<file path="src/common/led_drive_params.svh">
`ifndef LED_DRIVE_PARAMS_SVH
`define LED_DRIVE_PARAMS_SVH

////////////////////////////////////////
// Driver chain geometry
////////////////////////////////////////

// Parallel serial lanes into the driver chain
`define DRIVER_LANES 2

// Data bits per lane in one frame, select bit not counted
`define LANE_BITS 24

////////////////////////////////////////
// Grayscale clock
////////////////////////////////////////

// clock_33 cycles with gclk held low after each latch
`define BLANKING_TIME 72

`endif

</file>
<file path="src/common/led_drive_pkg.sv">
`include "led_drive_params.svh"

package led_drive_pkg;

    ////////////////////////////////////////
    // Payload types
    ////////////////////////////////////////

    // One lane worth of frame data
    typedef logic [`LANE_BITS-1:0] lane_word_t;

    // One display column, lane 0 in the low bits
    typedef struct packed {
        lane_word_t [`DRIVER_LANES-1:0] lane;
    } column_t;

    // Driver configuration, same layout as a column
    typedef struct packed {
        lane_word_t [`DRIVER_LANES-1:0] lane;
    } config_t;

    ////////////////////////////////////////
    // Control types
    ////////////////////////////////////////

    // Encoding is the select bit sent ahead of the data
    typedef enum logic {
        FRAME_GRAY   = 1'b0,
        FRAME_CONFIG = 1'b1
    } frame_kind_e;

    typedef enum logic [2:0] {
        SEQ_IDLE,
        SEQ_SHIFT,
        SEQ_WAIT_SYNC,
        SEQ_LATCH,
        SEQ_BLANK
    } seq_state_e;

    // Frame handed from sequencer to shifter
    typedef struct packed {
        frame_kind_e                    kind;
        lane_word_t [`DRIVER_LANES-1:0] lane;
    } shift_req_t;

endpackage

</file>
<file path="src/source/driver_config_regs.sv">
module driver_config_regs (
    input  logic                   clock_33,
    input  logic                   nrst,
    // Configuration port from software
    input  logic                   cfg_valid,
    output logic                   cfg_ready,
    input  led_drive_pkg::config_t cfg_data,
    // Towards the sequencer
    input  logic                   cfg_taken,
    output logic                   cfg_pending,
    output led_drive_pkg::config_t cfg_word
);

    logic cfg_accept;

    // Holding register is free once the sequencer took the last word
    assign cfg_ready  = ~cfg_pending;
    assign cfg_accept = cfg_valid & cfg_ready;

    ////////////////////////////////////////
    // Pending flag
    ////////////////////////////////////////

    always_ff @(posedge clock_33 or negedge nrst) begin
        if (!nrst) begin
            cfg_pending <= 1'b0;
        end else if (cfg_accept) begin
            cfg_pending <= 1'b1;
        end else if (cfg_taken) begin
            // Word went out in a config frame
            cfg_pending <= 1'b0;
        end
    end

    ////////////////////////////////////////
    // Configuration word
    ////////////////////////////////////////

    // Only written on a handshake, so stable while pending
    always_ff @(posedge clock_33) begin
        if (cfg_accept) begin
            cfg_word <= cfg_data;
        end
    end

endmodule

</file>
<file path="src/driver/driver_shifter.sv">
`include "led_drive_params.svh"

module driver_shifter (
    input  logic                      clock_33,
    input  logic                      nrst,
    // Frame request from the sequencer
    input  logic                      shift_start,
    input  led_drive_pkg::shift_req_t shift_req,
    output logic                      shift_done,
    // Serial lines to the driver chain
    output logic [`DRIVER_LANES-1:0]  driver_sin,
    output logic                      driver_sclk
);

    // Select bit plus data bits
    localparam int FRAME_BITS = 1 + `LANE_BITS;
    localparam int CNT_W      = $clog2(FRAME_BITS);

    logic [`DRIVER_LANES-1:0][FRAME_BITS-1:0] lane_sr;
    logic                                     busy;
    logic                                     sclk_q;
    logic [CNT_W-1:0]                         bit_cnt;
    logic                                     last_bit;

    assign last_bit = (bit_cnt == CNT_W'(FRAME_BITS - 1));

    ////////////////////////////////////////
    // Bit sequencing
    ////////////////////////////////////////

    // Each bit spends one cycle with sclk low and one with sclk high.
    // The register moves on only as sclk falls, so the drivers see
    // stable data around every rising edge.
    always_ff @(posedge clock_33 or negedge nrst) begin
        if (!nrst) begin
            busy    <= 1'b0;
            sclk_q  <= 1'b0;
            bit_cnt <= '0;
        end else if (!busy) begin
            if (shift_start) begin
                busy    <= 1'b1;
                sclk_q  <= 1'b0;
                bit_cnt <= '0;
            end
        end else if (!sclk_q) begin
            // Rising edge of the shift clock
            sclk_q <= 1'b1;
        end else begin
            sclk_q <= 1'b0;
            if (last_bit) begin
                busy <= 1'b0;
            end else begin
                bit_cnt <= bit_cnt + 1'b1;
            end
        end
    end

    ////////////////////////////////////////
    // Lane shift registers
    ////////////////////////////////////////

    // Zeros are shifted in behind the frame, which leaves the lines
    // low once the last bit has gone out
    always_ff @(posedge clock_33 or negedge nrst) begin
        if (!nrst) begin
            lane_sr <= '0;
        end else if (!busy) begin
            if (shift_start) begin
                for (int i = 0; i < `DRIVER_LANES; i++) begin
                    lane_sr[i] <= {shift_req.kind, shift_req.lane[i]};
                end
            end
        end else if (sclk_q) begin
            for (int i = 0; i < `DRIVER_LANES; i++) begin
                lane_sr[i] <= {lane_sr[i][FRAME_BITS-2:0], 1'b0};
            end
        end
    end

    ////////////////////////////////////////
    // Outputs
    ////////////////////////////////////////

    // MSB of each register is the bit on the line
    always_comb begin
        for (int i = 0; i < `DRIVER_LANES; i++) begin
            driver_sin[i] = lane_sr[i][FRAME_BITS-1];
        end
    end

    assign driver_sclk = sclk_q;

    // High during the sclk-high half of the final bit
    assign shift_done = busy & sclk_q & last_bit;

endmodule

</file>
<file path="src/driver/gclk_blanker.sv">
`include "led_drive_params.svh"

module gclk_blanker (
    input  logic clock_33,
    input  logic nrst,
    input  logic lat_pulse,
    output logic blanking,
    output logic driver_gclk
);

    localparam int CNT_W = $clog2(`BLANKING_TIME + 1);

    logic [CNT_W-1:0] blank_cnt;
    logic [CNT_W-1:0] blank_cnt_nxt;
    logic             gclk_q;

    ////////////////////////////////////////
    // Blanking counter
    ////////////////////////////////////////

    // Latch restarts the count
    always_comb begin
        if (lat_pulse) begin
            blank_cnt_nxt = CNT_W'(`BLANKING_TIME);
        end else if (blank_cnt != '0) begin
            blank_cnt_nxt = blank_cnt - 1'b1;
        end else begin
            blank_cnt_nxt = '0;
        end
    end

    // High while gclk is still to be held low in the next cycle
    assign blanking = (blank_cnt_nxt != '0);

    always_ff @(posedge clock_33 or negedge nrst) begin
        if (!nrst) begin
            blank_cnt <= '0;
            gclk_q    <= 1'b0;
        end else begin
            blank_cnt <= blank_cnt_nxt;
            // Free running half-rate clock outside blanking
            gclk_q    <= blanking ? 1'b0 : ~gclk_q;
        end
    end

    assign driver_gclk = gclk_q;

endmodule

</file>
<file path="src/driver/driver_sequencer.sv">
module driver_sequencer (
    input  logic                       clock_33,
    input  logic                       nrst,
    // Column port
    input  logic                       col_valid,
    output logic                       col_ready,
    input  led_drive_pkg::column_t     col_data,
    // Configuration holding register
    input  logic                       cfg_pending,
    input  led_drive_pkg::config_t     cfg_word,
    output logic                       cfg_taken,
    input  logic                       position_sync,
    // Shifter
    output logic                       shift_start,
    output led_drive_pkg::shift_req_t  shift_req,
    input  logic                       shift_done,
    // Latch and grayscale clock
    output logic                       lat_pulse,
    input  logic                       blanking
);

    led_drive_pkg::seq_state_e  state;
    led_drive_pkg::seq_state_e  state_nxt;
    led_drive_pkg::frame_kind_e kind_q;

    ////////////////////////////////////////
    // Next state and handshakes
    ////////////////////////////////////////

    always_comb begin
        state_nxt      = state;
        col_ready      = 1'b0;
        cfg_taken      = 1'b0;
        shift_start    = 1'b0;
        shift_req.kind = led_drive_pkg::FRAME_GRAY;
        shift_req.lane = col_data.lane;

        case (state)
            led_drive_pkg::SEQ_IDLE: begin
                // Configuration goes ahead of any waiting column
                col_ready = ~cfg_pending;
                if (cfg_pending) begin
                    cfg_taken      = 1'b1;
                    shift_start    = 1'b1;
                    shift_req.kind = led_drive_pkg::FRAME_CONFIG;
                    shift_req.lane = cfg_word.lane;
                    state_nxt      = led_drive_pkg::SEQ_SHIFT;
                end else if (col_valid) begin
                    shift_start = 1'b1;
                    state_nxt   = led_drive_pkg::SEQ_SHIFT;
                end
            end
            led_drive_pkg::SEQ_SHIFT: begin
                if (shift_done) begin
                    // Only grayscale data is tied to rotor position
                    if (kind_q == led_drive_pkg::FRAME_CONFIG) begin
                        state_nxt = led_drive_pkg::SEQ_LATCH;
                    end else begin
                        state_nxt = led_drive_pkg::SEQ_WAIT_SYNC;
                    end
                end
            end
            led_drive_pkg::SEQ_WAIT_SYNC: begin
                if (position_sync) begin
                    state_nxt = led_drive_pkg::SEQ_LATCH;
                end
            end
            led_drive_pkg::SEQ_LATCH: begin
                state_nxt = led_drive_pkg::SEQ_BLANK;
            end
            led_drive_pkg::SEQ_BLANK: begin
                if (!blanking) begin
                    state_nxt = led_drive_pkg::SEQ_IDLE;
                end
            end
            default: begin
                state_nxt = led_drive_pkg::SEQ_IDLE;
            end
        endcase
    end

    ////////////////////////////////////////
    // State and frame kind
    ////////////////////////////////////////

    always_ff @(posedge clock_33 or negedge nrst) begin
        if (!nrst) begin
            state  <= led_drive_pkg::SEQ_IDLE;
            kind_q <= led_drive_pkg::FRAME_GRAY;
        end else begin
            state <= state_nxt;
            if (shift_start) begin
                kind_q <= shift_req.kind;
            end
        end
    end

    // One cycle latch straight from the state register
    assign lat_pulse = (state == led_drive_pkg::SEQ_LATCH);

endmodule

</file>
<file path="src/source/led_column_top.sv">
`include "led_drive_params.svh"

module led_column_top (
    input  logic                     clock_33,
    input  logic                     nrst,
    // Column input
    input  logic                     col_valid,
    output logic                     col_ready,
    input  led_drive_pkg::column_t   col_data,
    // Configuration input
    input  logic                     cfg_valid,
    output logic                     cfg_ready,
    input  led_drive_pkg::config_t   cfg_data,
    input  logic                     position_sync,
    // Driver chain
    output logic [`DRIVER_LANES-1:0] driver_sin,
    output logic                     driver_sclk,
    output logic                     driver_lat,
    output logic                     driver_gclk
);

    logic                      cfg_pending;
    led_drive_pkg::config_t    cfg_word;
    logic                      cfg_taken;
    logic                      shift_start;
    led_drive_pkg::shift_req_t shift_req;
    logic                      shift_done;
    logic                      blanking;

    ////////////////////////////////////////
    // Configuration and control
    ////////////////////////////////////////

    driver_config_regs u_config_regs (
        .clock_33    (clock_33),
        .nrst        (nrst),
        .cfg_valid   (cfg_valid),
        .cfg_ready   (cfg_ready),
        .cfg_data    (cfg_data),
        .cfg_taken   (cfg_taken),
        .cfg_pending (cfg_pending),
        .cfg_word    (cfg_word)
    );

    // Latch pulse goes to the pin and to the blanker
    driver_sequencer u_sequencer (
        .clock_33      (clock_33),
        .nrst          (nrst),
        .col_valid     (col_valid),
        .col_ready     (col_ready),
        .col_data      (col_data),
        .cfg_pending   (cfg_pending),
        .cfg_word      (cfg_word),
        .cfg_taken     (cfg_taken),
        .position_sync (position_sync),
        .shift_start   (shift_start),
        .shift_req     (shift_req),
        .shift_done    (shift_done),
        .lat_pulse     (driver_lat),
        .blanking      (blanking)
    );

    ////////////////////////////////////////
    // Serial lines and grayscale clock
    ////////////////////////////////////////

    driver_shifter u_shifter (
        .clock_33    (clock_33),
        .nrst        (nrst),
        .shift_start (shift_start),
        .shift_req   (shift_req),
        .shift_done  (shift_done),
        .driver_sin  (driver_sin),
        .driver_sclk (driver_sclk)
    );

    gclk_blanker u_gclk_blanker (
        .clock_33    (clock_33),
        .nrst        (nrst),
        .lat_pulse   (driver_lat),
        .blanking    (blanking),
        .driver_gclk (driver_gclk)
    );

endmodule

</file>
<file path="config.mk">
export PLATFORM = sky130hd
export DESIGN_NAME = led_column_top
export DESIGN_NICKNAME = d
export VERILOG_FILES = /design/src/common/led_drive_pkg.sv /design/src/source/driver_config_regs.sv /design/src/driver/driver_shifter.sv /design/src/driver/gclk_blanker.sv /design/src/driver/driver_sequencer.sv /design/src/source/led_column_top.sv
export VERILOG_INCLUDE_DIRS = /design/src /design/src/common
export SDC_FILE = /design/constraint.sdc
export NUM_CORES = 1
export LEC_CHECK = 0
export ABC_AREA = 1
export ABC_CLOCK_PERIOD_IN_PS = 9100
export BUFFER_PORTS_ARGS = -buffer_cell sky130_fd_sc_hd__buf_2
export CELL_PAD_IN_SITES_DETAIL_PLACEMENT = 1
export CELL_PAD_IN_SITES_GLOBAL_PLACEMENT = 1
export CORE_UTILIZATION = 42
export CTS_BUF_LIST = sky130_fd_sc_hd__clkbuf_8
export CTS_CLUSTER_SIZE = 30
export DETAILED_ROUTE_END_ITERATION = 10
export MAX_ROUTING_LAYER = met4
export PLACE_DENSITY = 0.89
export SYNTH_ARGS = -nofsm -noshare
export SYNTH_HDL_FRONTEND = slang
export SYNTH_SLANG_ARGS = --single-unit
</file>
<file path="constraint.sdc">
create_clock -name clock_33 -period 9.1 [get_ports clock_33]
set_clock_uncertainty 0.2 [all_clocks]
set_input_delay 0.455 -clock clock_33 [delete_from_list [all_inputs] [get_ports clock_33]]
set_output_delay 0.455 -clock clock_33 [all_outputs]
set_load 0.005 [all_outputs]
</file>
==> impl_metrics.toml, run 1 <==
[logic_synthesis]
async_flop_share_pct = 59.3
yosysUniqueCellTypes = 31
post-synth-top-count-cell = "nand2_1"
synth_commonest_cells = "nand2_1 (210), dfrtp_1 (70), nor2_1 (69), o21ai_0 (49), edfxtp_1 (48)"
synth_seq_cells = 118
ys.flop_type = "dfrtp_1"
yosysTopAreaCellShare_pct = 32.7
syn_area_mm2 = 0.00536
synthCells = 607
synth_area_leaders = "dfrtp_1 (33%), edfxtp_1 (27%), nand2_1 (15%)"
avgSynthCellArea_um2 = 8.83
synth_nets = 712
synth-seq-area-share_pct = 59.6
yosysWarningCount = 0
synth_top_cell_by_area = "dfrtp_1"
synth_edf_count = 48

[floorplanning]
fp-row-count = 40
initial_core_util_pct = 43.9
chipWidth_um = 115
design.die.area_mm2 = 0.0132
core_mm2 = 0.0122
num_io_pins = 108
fp.dieH_um = 115

[critical_path]
crit_chain = "inv_2, nand2_2, nand2_4, inv_2, nand2_1, o21ai_1"
critical_path_class = "reg -> reg"
path_common_cell = "inv_2"
crit_fanout = 76
cpMaxStageDelayCell = "dfrtp_1"
slowest_delay_ps = 1040
r2r_start = "u_shifter.busy"
worst_setup_path_start_kind = "flip-flop"
cp.required_ps = 9260
arrival_ps = 3980
path_delay_family = "buffers and inverters"
r2r_slack_ps = 5280
cp_num_buf_inv = 2
end_kind = "flip-flop"
crit_start = "u_shifter.busy"

[outcome]
outcome = "completed"

[routing]
wl_per_cell_um = 16.5
wl_met3_um = 554
drt-met1-wl_um = 6280
firstDrtPassIters = 5
drc_errors = 0
via_per_inst = 5.07
met2_wirelength_um = 8020
routed.top_layer = "met4"
dr.first_iter.drc_count = 157
vias = 4719
ant_nets = 0
routed_wl_um = 15400

[sta]
tns_ps = 0
finalWorstPathRequiredPeriod_ps = 3820
maxSlewHeadroom_pct = 20.3
period_share_pct = 42.0
grt_setup_unrepaired = "no"
tightest_slew_ps = 1200
setup_viol = 0
max_freq_ghz = 0.262
maxSlewViolCount = 0
hold_viol = 0

[cells_and_area]
syn2layout_area_growth_pct = 25.6
nets = 856
drive_gt1_share_pct = 18.3
diodes = 0
fin_util_pct = 55.1

[power_and_ir_drop]
total_leakage_power_nw = 3.15
peakVddDrop_mv = 0.122
power.density_mw_per_mm2 = 276

[global_route]
grt_overflow_total = 0
grt_max_degree = 77
grt_usage_pct = 26.2
grt_pass1_vias = 5124
antenna_found_initial = 0
grt_pass1_wl_um = 24900

[cts]
clk_pin_slew_ps = 70
cts_resized = 0
cts_inserted_buffers = 17
cts.sinks = 118
cts_root_buf = "clkbuf_8"
cts.htree.levels = 4
clk_path_buf_depth = 2
worstSkewPairLatency_ps = 450
cts_tree = "built"

[worst_hold_path]
hold_path.class = "in -> reg"
hold_start = "position_sync"

[place]
port_buffers = 107
dpl.hpwl_um = 9220
gp_congestion = 0.748

[job]
cap_violations = 0
-- metal layers --
metal,vias to the layer above,global-route usage (%)
met3,42,5.22
met2,116,45.4
li1,2254,-
met1,2307,28.4
met4,0,13.6
met5,-,-
-- state kept, by name, summed over array words and instances, names as in the netlist --
register,flops
u_sequencer.state,3
u_shifter.bit_cnt,5
u_gclk_blanker.blank_cnt,7
u_shifter.lane_sr,48
u_sequencer.kind_q,1
u_shifter.driver_sclk,1
u_shifter.busy,1
u_gclk_blanker.driver_gclk,1
u_config_regs.cfg_pending,1
u_config_regs.cfg_word,48
u_shifter.driver_sin,2
-- area by class of cell --
| type | count | area (um^2) |
|---|---|---|
| clock buffer | 18 | 248 |
| clock inverter | 13 | 48.8 |
| fill | 1516 | 5480 |
| inverter | 29 | 109 |
| multi-input combinational | 427 | 1880 |
| sequential | 118 | 3190 |
| tap | 168 | 210 |
| timing repair buffer | 158 | 1040 |
-- path summary, 6_finish.rpt --
| path | depth (start not counted) | end |
|---|---|---|
| max | 6 | u_shifter.lane_sr[27] |
| min | 3 | u_sequencer.state[1] |
| max reg2reg | 6 | u_shifter.lane_sr[27] |
| min reg2reg | 1 | u_gclk_blanker.driver_gclk |
| max in group asynchronous | 2 | u_shifter.lane_sr[40] |
| min in group asynchronous | 2 | u_shifter.lane_sr[17] |
-- stage by stage --
step / worst slack [ps] / cell area [um^2] / hold slack [ps] / instances / power [mW]
floorplan: 5900 / 5360 / -40.6 / 607 / 1.30
global placement: 5550 / 5950 / 211 / 851 / 1.42
detailed placement: 5400 / 5950 / 221 / 851 / 1.47
CTS: 5320 / 6720 / 3.15 / 930 / 1.87
global route: 4820 / 6730 / 58.1 / 931 / 2.00
finish: 5280 / 6730 / 63.5 / 931 / 1.86
-- cell usage in the layout, fill, tap and decap left out, types with 2 or more instances in the layout --
master,instances
buf_4,3
inv_1,36
o21ai_0,49
buf_2,106
edfxtp_1,48
dlygate4sd3_1,49
ha_1,4
nand2_1,210
a21oi_1,4
nand4_1,3
xor2_1,3
nand3_1,42
nor2_1,68
clkbuf_8,18
a31oi_1,2
nor2_4,3
o21ai_1,28
inv_2,5
o31ai_1,2
dfrtp_1,70
-- power by group --
part | total (mW) | internal [mW] | leakage (nW) | switching (mW)
Sequential | 0.817 | 0.719 | 1.37 | 0.0974
Clock | 0.374 | 0.180 | 0.199 | 0.194
Combinational | 0.668 | 0.218 | 1.58 | 0.450
-- worst reg2reg max path, cell delays in order, from the launching register on --
cell and delay, ps:
dfrtp_1 1040, inv_2 780, nand2_2 340, nand2_4 330, inv_2 720, nand2_1 170
o21ai_1 160
-- cells by family after synthesis --
| group | synth area share, % |
|---|---|
| adder cells (fa/ha/maj) | 0.934 |
| AO/OA/AOI/OAI | 8.35 |
| buffers and inverters | 5.51 |
| flip-flops | 59.6 |
| XOR/XNOR | 0.654 |
| AND/OR/NAND/NOR | 25.0 |
-- repair_timing --
action                                  in CTS  in global routing
endpoints found under the setup margin       0                  0
endpoints found under the hold margin      117                  1
setup buffers                                0                  0
hold buffers                                48                  1
No activity file was read; power rests on OpenSTA's default activity.
==> inputs of run 2 (changes only) <==
ABC_CLOCK_PERIOD_IN_PS = 3200   (was 9100)
CORE_UTILIZATION = 38   (was 42)
PLACE_DENSITY = 0.85   (was 0.89)
clock period = 3.2 ns   (was 9.1 ns; I/O delays follow)
==> run 2 against run 1 <==
Effect of this change:
- clock power rose to 3.9 times the previous value
- design area up 10%
- global-route usage rose by 0.70 points
- die area grew 10%
- combinational power rose to 3.0 times the previous value
- critical path type unchanged
- critical endpoint is now u_shifter.bit_cnt[2]
==> impl_metrics.toml, run 2 (synthesized netlist as in run 1, its figures left out) <==
[global_route]
grt_usage_pct = 26.9
use_met1_pct = 28.3
grt_pass1_vias = 5684
grt-busiest-layer = "met2"
grtUsageMet2_pct = 48.3
antenna_found_initial = 0
grtUsageMet3_pct = 6.08
grt_max_degree = 76
grt_pass1_wl_um = 28500
grt_overflow_total = 0

[power_and_ir_drop]
seqPwrFrac_pct = 40.0
clkPwrFrac_pct = 25.2
peakVddDrop_mv = 0.371
power_frac_comb_pct = 34.8
switchingPower_mw = 2.33
power.internal_mw = 3.51
power.density_mw_per_mm2 = 788
sw_frac_of_total_pct = 39.9
total_leakage_power_nw = 3.38

[sta]
finalWorstPathRequiredPeriod_ps = 2550
tightest_slew_ps = 931
maxSlewViolCount = 0
fin_hold_ws_ps = 197
maxSlewHeadroom_pct = 38.0
timing.final.ws_setup_ps = 653
hold_viol = 0
setup_viol = 0
tns_ps = 0
grt_setup_unrepaired = "no"
period_share_pct = 79.6
max_freq_ghz = 0.393

[cts]
worstSkewPairLatency_ps = 460
cts_inserted_buffers = 17
cts.sinks = 118
cts_root_buf = "clkbuf_8"
cts.htree.levels = 4
clk_path_buf_depth = 2
cts_tree = "built"
clk_pin_slew_ps = 90
post-cts-setup-buffers = 0

[cells_and_area]
syn2layout_area_growth_pct = 38.2
seq_area_mm2 = 0.00319
reg.largest.list = "u_config_regs.cfg_word (48), u_shifter.lane_sr (48), u_gclk_blanker.blank_cnt (7)"
final_cell_mix = "nand2_1 (210), buf_2 (106), dlygate4sd3_1 (100)"
final_cell_count_no_fill = 998
fillers = 1599
fin_area_mm2 = 0.00741
nets = 910
drive_gt1_share_pct = 19.2
multi_input_area_mm2 = 0.00188
diodes = 0
final_common_cell = "nand2_1"

[routing]
routed_wl_um = 17900
dr.first_iter.drc_count = 279
ant_nets = 0
drc_errors = 0
vias = 5054
firstDrtPassIters = 7
wl_per_cell_um = 17.9
via_per_inst = 5.06

[job]
cap_violations = 0

[place]
place_area_mm2 = 0.00598
post-place-ws_ps = 700
dp.cells = 866
port_buffers = 107
gp_congestion = 0.798
dpl.hpwl_um = 9200

[outcome]
outcome = "completed"

[floorplanning]
chipWidth_um = 121
core_mm2 = 0.0138
fp.dieH_um = 121
fp-row-count = 43
initial_core_util_pct = 38.8
num_io_pins = 108
design.die.area_mm2 = 0.0146

[critical_path]
crit_fanout = 28
r2r_start = "u_sequencer.state[2]"
r2r_slack_ps = 650
critical_path_class = "reg -> reg"
end_kind = "flip-flop"
r2r-end = "u_shifter.bit_cnt[2]"
arrival_ps = 2700
crit_start = "u_sequencer.state[2]"
r2r_cells = 12
worst_setup_path_start_kind = "flip-flop"
endpoint = "u_shifter.bit_cnt[2]"
cp.required_ps = 3360

[worst_hold_path]
hold_path.class = "in -> async"
-- run 2: how the worst min path moves through the flow --
| stage | start | end | cells after the start | slack (ps) |
|---|---|---|---|---|
| floorplan | nrst | u_config_regs.cfg_pending | 0 | -340 |
| global placement | nrst | u_shifter.lane_sr[0] | 1 | 130 |
| detailed placement | cfg_data[37] | u_config_regs.cfg_word[37] | 1 | 140 |
| CTS | cfg_data[41] | u_config_regs.cfg_word[41] | 2 | 190 |
| global route | cfg_data[5] | u_config_regs.cfg_word[5] | 2 | 200 |
| finish | nrst | u_shifter.lane_sr[1] | 2 | 200 |
-- run 2: power groups by stage --
stage          clock network, mW  registers [mW]  logic, mW
2_1_floorplan                  0            2.25       1.44
3_3_place_gp                   0            2.30       1.73
3_5_place_dp                   0            2.33       1.86
4_1_cts                     1.47            2.31       1.97
5_1_grt                     1.55            2.38       2.30
6_report                    1.47            2.33       2.03
-- run 2: cell type report --
cell class	instances	area share, %
clock buffer	18	3.34
sequential	118	43.1
tap	180	3.04
inverter	29	1.47
multi-input combinational	427	25.4
clock inverter	14	2.38
timing repair buffer	212	21.3
-- run 2: metal layers --
layer / wire [um] / part of all wire, %
met1: 6820 / 38
met2: 9740 / 55
met3: 805 / 4.5
met4: 499 / 2.8
met5: 0 / 0
-- run 2: worst max-delay path: stages (launching register included) --
cell and delay, ps:
dfrtp_1 410, nor2_2 160, inv_2 70, nor2_4 90, inv_2 70, a21oi_2 160, nand2_2 100, nand2_4 250
buf_4 350, nand2_1 210, clkinv_1 160, nand3_1 90, o21ai_0 110
-- run 2: what timing repair did --
item | CTS | global route
gates resized for setup | 0 | 0
setup endpoints to repair | 0 | 0
hold buffers | 100 | 0
hold endpoints to repair | 180 | 0
-- run 2: stage by stage --
step / utilization [%] / total power, mW
CTS: 53.6 / 5.75
global route: 53.6 / 6.23
floorplan: - / 3.70
detailed placement: 43.3 / 4.20
global placement: 43.3 / 4.03
finish: 53.6 / 5.84
